## config.mk

```make
export PLATFORM = sky130hd
export DESIGN_NAME = branch_predictor
export DESIGN_NICKNAME = d
export VERILOG_FILES = /design/src/source/bp_pkg.sv /design/src/source/lutram_dual_port.sv /design/src/source/plru_state.sv /design/src/source/btb_lookup.sv /design/src/source/btb_update.sv /design/src/source/branch_predictor.sv
export SDC_FILE = /design/constraint.sdc
export NUM_CORES = 2
export LEC_CHECK = 0
export ABC_CLOCK_PERIOD_IN_PS = 7550
export BUFFER_PORTS_ARGS = -buffer_cell sky130_fd_sc_hd__buf_2
export CORE_ASPECT_RATIO = 0.9
export CORE_MARGIN = 2
export CORE_UTILIZATION = 30
export DETAILED_ROUTE_END_ITERATION = 8
export PLACE_DENSITY = 0.42
export SLEW_MARGIN = 0
export SYNTH_ARGS = -nofsm -noshare
export SYNTH_HDL_FRONTEND = slang
export SYNTH_SLANG_ARGS = --single-unit
```

## constraint.sdc

```tcl
create_clock -name clk -period 7.55 [get_ports clk]
set_input_delay 0.755 -clock clk [delete_from_list [all_inputs] [get_ports clk]]
set_output_delay 0.755 -clock clk [all_outputs]
set_load 0.005 [all_outputs]
```

## src/source/bp_pkg.sv

```systemverilog
package bp_pkg;

    // table geometry
    localparam int ASSOCIATIVITY = 2;
    localparam int SET_NUM = 16;
    localparam int INDEX_BITS = 4;
    localparam int WAY_BITS = 1;
    localparam int TAG_BITS = 18;
    localparam int COUNTER_BITS = 2;

    // pc field positions, word aligned
    localparam int TAG_LSB = 2;
    localparam int INDEX_LSB = 4;

    typedef logic [31:0] addr_t;
    typedef logic [TAG_BITS-1:0] tag_t;
    typedef logic [INDEX_BITS-1:0] index_t;
    typedef logic [WAY_BITS-1:0] way_t;
    typedef logic [COUNTER_BITS-1:0] counter_t;

    // saturation limits of the direction counter
    localparam counter_t COUNTER_MAX = '1;
    localparam counter_t COUNTER_MIN = '0;

    // one way of a metadata row
    typedef struct packed {
        logic valid;
        tag_t tag;
    } meta_t;

    // full metadata row, all ways of a set
    typedef meta_t [ASSOCIATIVITY-1:0] meta_set_t;

    // address into target and counter tables
    typedef struct packed {
        index_t index;
        way_t way;
    } ram_addr_t;

    typedef struct packed {
        addr_t pc;
    } lookup_req_t;

    typedef struct packed {
        logic hit;
        logic hit_pc;
        logic hit_pcp4;
        logic taken;
        addr_t target;
    } lookup_rsp_t;

    // resolved branch from execute
    typedef struct packed {
        logic valid;
        addr_t pc;
        logic taken;
        addr_t dest;
    } update_req_t;

    // tag spans the index bits too
    function automatic tag_t tag_of(addr_t pc);
        return pc[TAG_LSB+TAG_BITS-1:TAG_LSB];
    endfunction

    function automatic index_t index_of(addr_t pc);
        return pc[INDEX_LSB+INDEX_BITS-1:INDEX_LSB];
    endfunction

endpackage

```

## src/source/lutram_dual_port.sv

```systemverilog
`timescale 1ns/1ps

module lutram_dual_port #(
    parameter type payload_t = logic,
    parameter int DEPTH = 16
) (
    input logic clk,

    // port 1, read and write
    input logic we1,
    input logic [$clog2(DEPTH)-1:0] addr1,
    input payload_t wdata1,
    output payload_t rdata1,

    // port 2, read only
    input logic [$clog2(DEPTH)-1:0] addr2,
    output payload_t rdata2
);

    // distributed ram storage
    // contents come only from writes through port 1
    payload_t mem [DEPTH];

    // zero latency reads on both ports
    // a read shows the value from before the current edge
    assign rdata1 = mem[addr1];
    assign rdata2 = mem[addr2];

    // single clocked write port
    always_ff @(posedge clk) begin
        if (we1) begin
            mem[addr1] <= wdata1;
        end
    end

endmodule

```

## src/source/plru_state.sv

```systemverilog
`timescale 1ns/1ps

module plru_state (
    input logic clk,
    input logic arst_n,

    // lookup hit
    input logic touch,
    input bp_pkg::index_t touch_index,
    input bp_pkg::way_t touch_way,

    // sweep clear
    input logic clear,
    input bp_pkg::index_t clear_index,

    // replacement choice for the update set
    input bp_pkg::index_t victim_index,
    output bp_pkg::way_t victim
);

    // one bit per set, two ways only
    logic [bp_pkg::SET_NUM-1:0] lru_bits;

    always_ff @(posedge clk or negedge arst_n) begin
        if (!arst_n) begin
            lru_bits <= '0;
        end else if (clear) begin
            lru_bits[clear_index] <= 1'b0;
        end else if (touch) begin
            // point at the way not just used
            lru_bits[touch_index] <= ~touch_way;
        end
    end

    // stored bit names the way to evict
    assign victim = bp_pkg::way_t'(lru_bits[victim_index]);

endmodule

```

## src/source/btb_lookup.sv

```systemverilog
`timescale 1ns/1ps

module btb_lookup (
    input bp_pkg::lookup_req_t lookup,
    input logic ready,

    // metadata row of the pc's set
    input bp_pkg::meta_set_t meta_row,
    output bp_pkg::index_t meta_index,

    // target and counter of the winning way
    output bp_pkg::ram_addr_t pred_addr,
    input bp_pkg::addr_t target,
    input bp_pkg::counter_t counter,

    output bp_pkg::lookup_rsp_t response,

    // replacement touch toward plru
    output logic touch,
    output bp_pkg::index_t touch_index,
    output bp_pkg::way_t touch_way
);

    bp_pkg::tag_t pc_tag;
    bp_pkg::tag_t pcp4_tag;
    logic pc_match;
    logic pcp4_match;
    bp_pkg::way_t pc_way;
    bp_pkg::way_t pcp4_way;
    logic hit;
    bp_pkg::way_t hit_way;

    // pc+4 shares the set whenever its tag can match
    assign pc_tag = bp_pkg::tag_of(lookup.pc);
    assign pcp4_tag = bp_pkg::tag_of(lookup.pc + 32'd4);
    assign meta_index = bp_pkg::index_of(lookup.pc);

    // tag compare across all valid ways
    always_comb begin
        pc_match = 1'b0;
        pcp4_match = 1'b0;
        pc_way = '0;
        pcp4_way = '0;
        for (int i = 0; i < bp_pkg::ASSOCIATIVITY; i++) begin
            if (meta_row[i].valid && meta_row[i].tag == pc_tag) begin
                pc_match = 1'b1;
                pc_way = bp_pkg::way_t'(i);
            end
            if (meta_row[i].valid && meta_row[i].tag == pcp4_tag) begin
                pcp4_match = 1'b1;
                pcp4_way = bp_pkg::way_t'(i);
            end
        end
    end

    // pc hit wins over pc+4 hit
    assign hit_way = pc_match ? pc_way : pcp4_way;
    // no hits while the sweep is running
    assign hit = ready & (pc_match | pcp4_match);

    assign pred_addr.index = meta_index;
    assign pred_addr.way = hit_way;

    assign response.hit = hit;
    assign response.hit_pc = ready & pc_match;
    assign response.hit_pcp4 = ready & ~pc_match & pcp4_match;
    // direction from counter msb, low on a miss
    assign response.taken = hit & counter[bp_pkg::COUNTER_BITS-1];
    assign response.target = hit ? target : '0;

    // hit way marks the set as recently used
    assign touch = hit;
    assign touch_index = meta_index;
    assign touch_way = hit_way;

endmodule

```

## src/source/btb_update.sv

```systemverilog
`timescale 1ns/1ps

module btb_update (
    input logic clk,
    input logic arst_n,

    // resolved branch from execute
    input bp_pkg::update_req_t update,

    // metadata table, port 1
    input bp_pkg::meta_set_t meta_row,
    output logic meta_we,
    output bp_pkg::index_t meta_index,
    output bp_pkg::meta_set_t meta_wdata,

    // shared address of target and counter tables
    output bp_pkg::ram_addr_t ram_addr,
    input bp_pkg::counter_t counter_rd,
    output logic target_we,
    output bp_pkg::addr_t target_wdata,
    output logic counter_we,
    output bp_pkg::counter_t counter_wdata,

    // replacement
    input bp_pkg::way_t victim,
    output bp_pkg::index_t victim_index,

    // sweep toward plru
    output logic clear,
    output bp_pkg::index_t clear_index,

    output logic ready
);

    bp_pkg::index_t sweep_index;
    bp_pkg::index_t upd_index;
    bp_pkg::tag_t upd_tag;
    logic in_table;
    bp_pkg::way_t in_way;
    logic alloc;
    logic step;
    bp_pkg::counter_t stepped;

    // sweep one set per cycle after reset
    always_ff @(posedge clk or negedge arst_n) begin
        if (!arst_n) begin
            sweep_index <= '0;
            ready <= 1'b0;
        end else if (!ready) begin
            sweep_index <= sweep_index + 1'b1;
            if (sweep_index == bp_pkg::index_t'(bp_pkg::SET_NUM - 1)) begin
                ready <= 1'b1;
            end
        end
    end

    assign upd_index = bp_pkg::index_of(update.pc);
    assign upd_tag = bp_pkg::tag_of(update.pc);

    // search executed branch in its set
    always_comb begin
        in_table = 1'b0;
        in_way = '0;
        for (int i = 0; i < bp_pkg::ASSOCIATIVITY; i++) begin
            if (meta_row[i].valid && meta_row[i].tag == upd_tag) begin
                in_table = 1'b1;
                in_way = bp_pkg::way_t'(i);
            end
        end
    end

    // taken miss allocates, known branch steps
    // not taken miss drops out here
    assign alloc = ready & update.valid & update.taken & ~in_table;
    assign step = ready & update.valid & in_table;

    // 2-bit saturating counter
    always_comb begin
        if (update.taken) begin
            stepped = (counter_rd == bp_pkg::COUNTER_MAX) ? counter_rd : counter_rd + 1'b1;
        end else begin
            stepped = (counter_rd == bp_pkg::COUNTER_MIN) ? counter_rd : counter_rd - 1'b1;
        end
    end

    // metadata port follows the sweep until ready
    assign meta_index = ready ? upd_index : sweep_index;
    assign meta_we = ~ready | alloc;

    // victim way gets the new tag, other ways kept
    always_comb begin
        meta_wdata = meta_row;
        if (!ready) begin
            meta_wdata = '0;
        end else begin
            meta_wdata[victim].valid = 1'b1;
            meta_wdata[victim].tag = upd_tag;
        end
    end

    // data side of an invalid way is never read out
    // allocation rewrites target and counter together
    always_comb begin
        if (!ready) begin
            ram_addr.index = sweep_index;
            ram_addr.way = '0;
        end else begin
            ram_addr.index = upd_index;
            ram_addr.way = in_table ? in_way : victim;
        end
    end

    assign target_we = ~ready | alloc;
    assign target_wdata = ready ? update.dest : '0;

    // new entries start strongly taken
    assign counter_we = ~ready | alloc | step;
    assign counter_wdata = (ready && in_table) ? stepped : bp_pkg::COUNTER_MAX;

    // plru bit read at the update set
    assign victim_index = upd_index;

    assign clear = ~ready;
    assign clear_index = sweep_index;

endmodule

```

## src/source/branch_predictor.sv

```systemverilog
`timescale 1ns/1ps

module branch_predictor (
    input logic clk,
    input logic arst_n,
    input bp_pkg::lookup_req_t lookup,
    input bp_pkg::update_req_t update,
    output bp_pkg::lookup_rsp_t response,
    output logic ready
);

    // metadata table wires
    bp_pkg::meta_set_t upd_meta_row;
    bp_pkg::meta_set_t lk_meta_row;
    logic meta_we;
    bp_pkg::index_t upd_meta_index;
    bp_pkg::index_t lk_meta_index;
    bp_pkg::meta_set_t meta_wdata;

    // target and counter table wires
    bp_pkg::ram_addr_t upd_ram_addr;
    bp_pkg::ram_addr_t pred_addr;
    logic target_we;
    bp_pkg::addr_t target_wdata;
    bp_pkg::addr_t pred_target;
    logic counter_we;
    bp_pkg::counter_t counter_wdata;
    bp_pkg::counter_t upd_counter;
    bp_pkg::counter_t pred_counter;

    // plru wires
    logic touch;
    bp_pkg::index_t touch_index;
    bp_pkg::way_t touch_way;
    logic clear;
    bp_pkg::index_t clear_index;
    bp_pkg::index_t victim_index;
    bp_pkg::way_t victim;

    // valid and tag per way, one row per set
    lutram_dual_port #(.payload_t(bp_pkg::meta_set_t), .DEPTH(bp_pkg::SET_NUM)) u_meta_ram (
        .clk(clk), .we1(meta_we), .addr1(upd_meta_index), .wdata1(meta_wdata),
        .rdata1(upd_meta_row), .addr2(lk_meta_index), .rdata2(lk_meta_row)
    );

    // branch targets, written on allocation only
    lutram_dual_port #(
        .payload_t(bp_pkg::addr_t),
        .DEPTH(bp_pkg::SET_NUM * bp_pkg::ASSOCIATIVITY)
    ) u_target_ram (
        .clk(clk), .we1(target_we), .addr1(upd_ram_addr), .wdata1(target_wdata),
        .rdata1(), .addr2(pred_addr), .rdata2(pred_target)
    );

    // direction counters, read back for the step
    lutram_dual_port #(
        .payload_t(bp_pkg::counter_t),
        .DEPTH(bp_pkg::SET_NUM * bp_pkg::ASSOCIATIVITY)
    ) u_counter_ram (
        .clk(clk), .we1(counter_we), .addr1(upd_ram_addr), .wdata1(counter_wdata),
        .rdata1(upd_counter), .addr2(pred_addr), .rdata2(pred_counter)
    );

    plru_state u_plru (
        .clk(clk), .arst_n(arst_n), .touch(touch), .touch_index(touch_index),
        .touch_way(touch_way), .clear(clear), .clear_index(clear_index),
        .victim_index(victim_index), .victim(victim)
    );

    btb_lookup u_lookup (
        .lookup(lookup), .ready(ready), .meta_row(lk_meta_row), .meta_index(lk_meta_index),
        .pred_addr(pred_addr), .target(pred_target), .counter(pred_counter),
        .response(response), .touch(touch), .touch_index(touch_index), .touch_way(touch_way)
    );

    btb_update u_update (
        .clk(clk), .arst_n(arst_n), .update(update), .meta_row(upd_meta_row),
        .meta_we(meta_we), .meta_index(upd_meta_index), .meta_wdata(meta_wdata),
        .ram_addr(upd_ram_addr), .counter_rd(upd_counter),
        .target_we(target_we), .target_wdata(target_wdata),
        .counter_we(counter_we), .counter_wdata(counter_wdata),
        .victim(victim), .victim_index(victim_index),
        .clear(clear), .clear_index(clear_index), .ready(ready)
    );

endmodule

```

; ---- Word level (Yosys, flattened, before mapping)
; Memory sizes are Yosys's and may differ from the RTL's.
; Cells that the tools add are included.
[op_classes]
addsub = 4
n_mul = 0
div_mod_pow = 0
magnitude_cmp = 7
n_eq_ne = 9
shifts = 0
muxes = 41
bitwise = 18
n_reduce_logical = 11
[op_table]
columns = operator, n
row1 = equality test 18 bit, 6
row2 = bitwise mux 38 bit, 2
row3 = 2-to-1 mux 32 bit, 2
row4 = demux 19 bit (select 1 bit), 2
row5 = 2-to-1 mux 38 bit, 1
row6 = 2-to-1 mux 16 bit, 2
row7 = "adder 20 x 3 -> 20 bit, second input constant", 1
row8 = 2-to-1 mux 1 bit, 20
row9 = 2-to-1 mux 19 bit, 1
row10 = 2-to-1 mux 18 bit, 1
row11 = bitwise AND 16 bit, 1
row12 = bitwise mux 16 bit, 1
row13 = NOT 16 bit, 1
row14 = "less-than comparator 4 x 5 -> 1 bit, second input constant", 3
row15 = logical AND 1 bit, 10
row16 = bitwise AND 1 bit, 9
row17 = demux 1 bit (select 4 bit), 2
row18 = ">= comparator 4 x 1 -> 1 bit, second input constant", 2
row19 = 2-to-1 mux 2 bit, 4
row20 = 2-to-1 mux 5 bit, 1
row21 = "adder 4 x 1 -> 4 bit, second input constant", 1
row22 = binary-select mux 1 bit (select 4 bit), 1
row23 = "equality test 4 bit, second input constant", 1
row24 = 2-to-1 mux 4 bit, 1
row25 = other kinds (9), 14
[word_totals]
register_bits = 21
latch_bits = 0
ramBits = 1696
romBits = 0
input_bits = 100
n_memories = 3
[memory_table]
columns = name, depth, word_bits, rd, rd_clocked_by_memory_dff, wr, line
row1 = u_target_ram.mem, 32, 32, 1, 0, 1, lutram_dual_port.sv:22  ; payload_t mem [DEPTH];
row2 = u_meta_ram.mem, 16, 38, 2, 0, 1, lutram_dual_port.sv:22
row3 = u_counter_ram.mem, 32, 2, 2, 0, 1, lutram_dual_port.sv:22

; ---- Logic depth before layout (Yosys ltp)
; An unclocked memory read counts as a cell.
[depth]
depth_word = 13
mapped_depth = 22

; ---- Modules after synthesis
; Synthesis repeated with hierarchy kept, for this count alone.
[unflattened]
hier_cells = 4813
hier_area_um2 = 82275.2
[by_module_without_submodules]
columns = module, n_inst, cells_per_inst, area_each_um2, seq_area_each_um2
row1 = lutram_dual_port (u_target_ram), 1, 2744, 47231.5, 30749.5
row2 = lutram_dual_port (u_meta_ram), 1, 1273, 27232.4, 18257.5
row3 = lutram_dual_port (u_counter_ram), 1, 226, 3304.4, 1921.8
row4 = btb_lookup, 1, 266, 1935.6, 0.0
row5 = btb_update, 1, 213, 1566.5, 125.1
row6 = plru_state, 1, 91, 1004.7, 400.4

; ---- Least setup slack after synthesis
; Ideal clock, no wire load.
[synth_path]
path_kind = input-to-reg
start = input port update[37] in the netlist's numbering
end = memory u_target_ram.mem[0][0] in the netlist's numbering (enable)
setup_time_ns = 0.461
t_arrival_ns = 6.131
t_required_ns = 7.089
path_slack_ns = 0.958
stages = 16
path_cell_list = buf_2 > or3b_2 > clkbuf_1 > and2_1 > clkbuf_1 > clkbuf_1 > o22ai_1 > o21a_1 > or4_1 > xor2_1 > nor4b_1 > nand4b_1 > a21oi_1 > o21ai_1 > clkbuf_1 > nor3_1
[synth_between]
elab_chain_cells = 11
elab_cells_between_ends = 18
classes_between = eq/ne (2) / mux (10) / bitwise (3) / reduce/logical (2) / memory (1)
[synth_lines]
columns = item, line
row1 = "start, declared", branch_predictor.sv:7  ; input bp_pkg::update_req_t update,
row2 = 2-to-1 mux 4 bit, btb_update.sv:87  ; assign meta_index = ready ? upd_index : sweep_index;
row3 = memory read (16 x 38 bit), n/a
row4 = equality test 18 bit, btb_update.sv:65  ; if (meta_row[i].valid && meta_row[i].tag == upd_tag) begin
row5 = logical AND 1 bit, btb_update.sv:65
row6 = 2-to-1 mux 1 bit (2 in series), btb_update.sv:65
row7 = NOT 1 bit, btb_update.sv:74  ; assign alloc = ready & update.valid & update.taken & ~in_table;
row8 = bitwise AND 1 bit, btb_update.sv:74
row9 = bitwise OR 1 bit, btb_update.sv:113  ; assign target_we = ~ready | alloc;
row10 = 2-to-1 mux 1 bit, lutram_dual_port.sv:31  ; if (we1) begin
row11 = 2-to-1 mux 1 bit (implied by the code), lutram_dual_port.sv:32  ; mem[addr1] <= wdata1;
row12 = "end, declared", lutram_dual_port.sv:22
; Parallel ways exist; a longest one is shown, timed or not. The select of a mux whose other input is x is not followed.

==> run metrics <==
initial antenna violation count 20; Mapped Nets 6581; Final Setup Violations 0; asr flop ratio synth between 1 and 1.5%; WL/cell roughly 32 um; YS warnings 0; TritonCTS Sinks about 1700; most common cell in the netlist edfxtp_1; Tot GR Track Use 22.9%; max incr delay on CP roughly 0.80 ns; Area contributors post-synth edfxtp_1 (60%), mux4_2 (7.3%), mux2i_1 (5.2%); aggregate global routing overflow 0; Yosys reg bits 1717; final instance area roughly 0.098 sq mm; area grow syn2layout 15.7%; Period minus WS final 7.10 ns; worst vdd ir 0.164 mV; router iterations before antenna repair 7; CTS clock-pin slew for the worst setup and hold paths approximately 0.05 ns; most frequent CP cell buf_4; Register-to-Register Path Depth 14; Die Ht between 500 and 600 um; Placed Area 0.0920 sq mm; DIE AREA between 0.2 and 0.3 sq mm; clk_lat worst skew ~0.9 ns; largest area contributor in the netlist edfxtp_1; port buffer count around 110; Slew headroom -2.14%; layout net count 6685; RSZ-0062 raised after global routing false; Remaining DRCs 0; HPWL Detailed around 200 mm; placed cell count 10100; io pins 137; Clock Skew 0.0974 ns; Post-synth top flop edfxtp_1; Pins Over Slew Limit 5; Cell Pwr Density 220 mW/mm^2; largest net degree at the start of global routing 160; final period utilization 94.0%; vias 61600; Sequential Area 0.0515 sq mm; vias per std cell 5.89; final setup TNS 0 ns; core area 0.282 sq mm; Starting Density 30.1%; Syn Inst Count roughly 6500; CP required 6.80 ns; Max-Cap Viols 1; min-delay worst type in -> async; top cells by count, synth edfxtp_1 (1696), nor3_1 (655), mux2i_1 (444); Worst setup EP type output pin; WL final 338 mm; LEAKAGE roughly 32 nW; fillers 27400; Slew @ Worst Pin 1.53 ns; CTS hold repair buffers 1; Netlist cell types 90; Antenna Violating Nets Remaining 0; vias in the first global route around 60000; outcome finished with violations; CTS resizes 0; Max clock buf depth 4; critical path type in -> out; setup repair bufs after CTS 0; Crit Path Max Fanout 56; gpl congestion 0.881; Iter 0 DRT Violations between 7000 and 8000; final hold slack 0.410 ns; first-pass GRT wire length 469 mm; violated checks max-capacitance violations, max-slew violations; Tot Pwr ~0.022 W; CTS tree built; Rows 185; share of cells above drive strength 1 17.8%; chip width 565 um; Avg Inst Size Synth 13.1 sq um; Critical Path Slowest Stage Cell o41ai_1; f_max 141 MHz; Cell Chain, Critical Path clkbuf_8 > buf_4 > mux4_2 > mux2i_1 > a21oi_1 > xnor2_1 > nand4_1 > nor4_4 > and2_4 > buf_12 > nand3_1 > nand2_1 > o211ai_1 > o41ai_1 > buf_4 > o2111a_1 > buf_2; Mapped Area 0.0849 sq mm; Clock Root Buffer clkbuf_16; H-Tree Depth 4; Post-Layout Cell Count approximately 10000; Synth top area share 60.0%; area of the multi-input gates 0.0311 sq mm; register area share after synthesis 60.6%; EDFF count, synth 1696; worst endpoint data arrival time 6.35 ns; Startpoint Class input port; final hold vios 0; total CTS buffers 204
[where the power goes]
part | internal (W) | switching (W) | leakage, nW
Sequential | 0.0105 | 0.00000858 | 15.5
Clock | 0.00536 | 0.00399 | 2.98
Combinational | 0.000564 | 0.00119 | 13.3
[cells by family after synthesis]
family / Yosys count / share of synthesized area (%)
and+or+nand+nor: 1884 / 11.1
DFF: 1717 / 60.6
AOI/OAI and AO/OA: 1400 / 10.8
muxes: 763 / 13.1
buffers and inverters: 612 / 3.32
xor gates and xnor gates: 95 / 1.01
adders and majority gates: 5 / 0.0737
[registers in the layout, indices dropped and copies added, names as in the netlist]
signal,flops
u_counter_ram.mem,64
u_meta_ram.mem,608
u_plru.lru_bits,16
u_target_ram.mem,1024
u_update.clear_index,4
u_update.ready,1
[metrics by stage]
| stage | util, % | setup slack (ns) |
|---|---|---|
| 2_1_floorplan | - | 0.958 |
| 3_5_place_dp | 32.6 | 0.596 |
| 5_1_grt | 34.8 | 0.354 |
| 6_report | 34.8 | 0.449 |
| 4_1_cts | 34.8 | 0.582 |
| 3_3_place_gp | 32.6 | 0.582 |
[worst max-delay path, delay by kind of cell]
kind,cells,cell delay (ns)
xor gates and xnor gates,1,0.27
and+or+nand+nor,5,1.60
muxes,2,0.66
AOI/OAI and AO/OA,4,1.31
buffers and inverters,5,1.56
[layout by cell type, fill, tap and decap left out, types with 38 or more instances in the layout]
master | Yosys | routed
and2_1 | 45 | 42
a21oi_1 | 374 | 373
clkbuf_1 | 336 | 47
buf_12 | 2 | 100
o22ai_1 | 73 | 73
mux2i_1 | 444 | 442
buf_4 | 25 | 286
or3_1 | 50 | 49
edfxtp_1 | 1696 | 1696
nor3_1 | 655 | 640
mux4_2 | 274 | 274
nor2_1 | 234 | 205
clkbuf_16 | 0 | 205
nand4_1 | 49 | 49
nor4_1 | 38 | 38
o31ai_1 | 58 | 58
nand3_1 | 233 | 229
o31a_1 | 44 | 44
o21ai_0 | 308 | 308
xnor2_1 | 62 | 62
o41ai_1 | 99 | 99
nor2b_1 | 61 | 58
mux2_2 | 45 | 43
buf_2 | 128 | 104
a22oi_1 | 48 | 48
clkinv_1 | 0 | 45
nand2_1 | 387 | 379
o21a_1 | 56 | 56
o221ai_1 | 45 | 45
[area by class of cell]
| cell class | instances | share of cell area (%) |
|---|---|---|
| antenna | 9 | 0.0229 |
| clock buffer | 253 | 5.42 |
| clock inverter | 98 | 0.833 |
| inverter | 16 | 0.0662 |
| multi-input combinational | 4147 | 31.7 |
| sequential | 1717 | 52.4 |
| tap | 3740 | 4.76 |
| timing repair buffer | 494 | 4.81 |
[final timing paths]
path / end / slack [ns] / start
setup / recovery: response[16] / 0.45 / lookup[6]
hold / removal: u_update.clear_index[1] / 0.41 / arst_n
setup reg to reg: u_target_ram.mem[14][23] / 0.70 / u_update.ready
hold reg to reg: u_plru.lru_bits[5] / 0.56 / u_plru.lru_bits[5]
max in group asynchronous: u_update.ready / 6.72 / arst_n
min in group clk: u_plru.lru_bits[5] / 0.56 / u_plru.lru_bits[5]
[per-layer routing]
| metal | global-route usage [%] | share of wire (%) |
|---|---|---|
| met2 | 35.4 | 45 |
| met1 | 32.5 | 44 |
| met4 | 7.95 | 3.5 |
| met3 | 3.52 | 7.4 |
| met5 | 0 | 0.0065 |
Note: power is estimated with default switching activity, not from simulation.
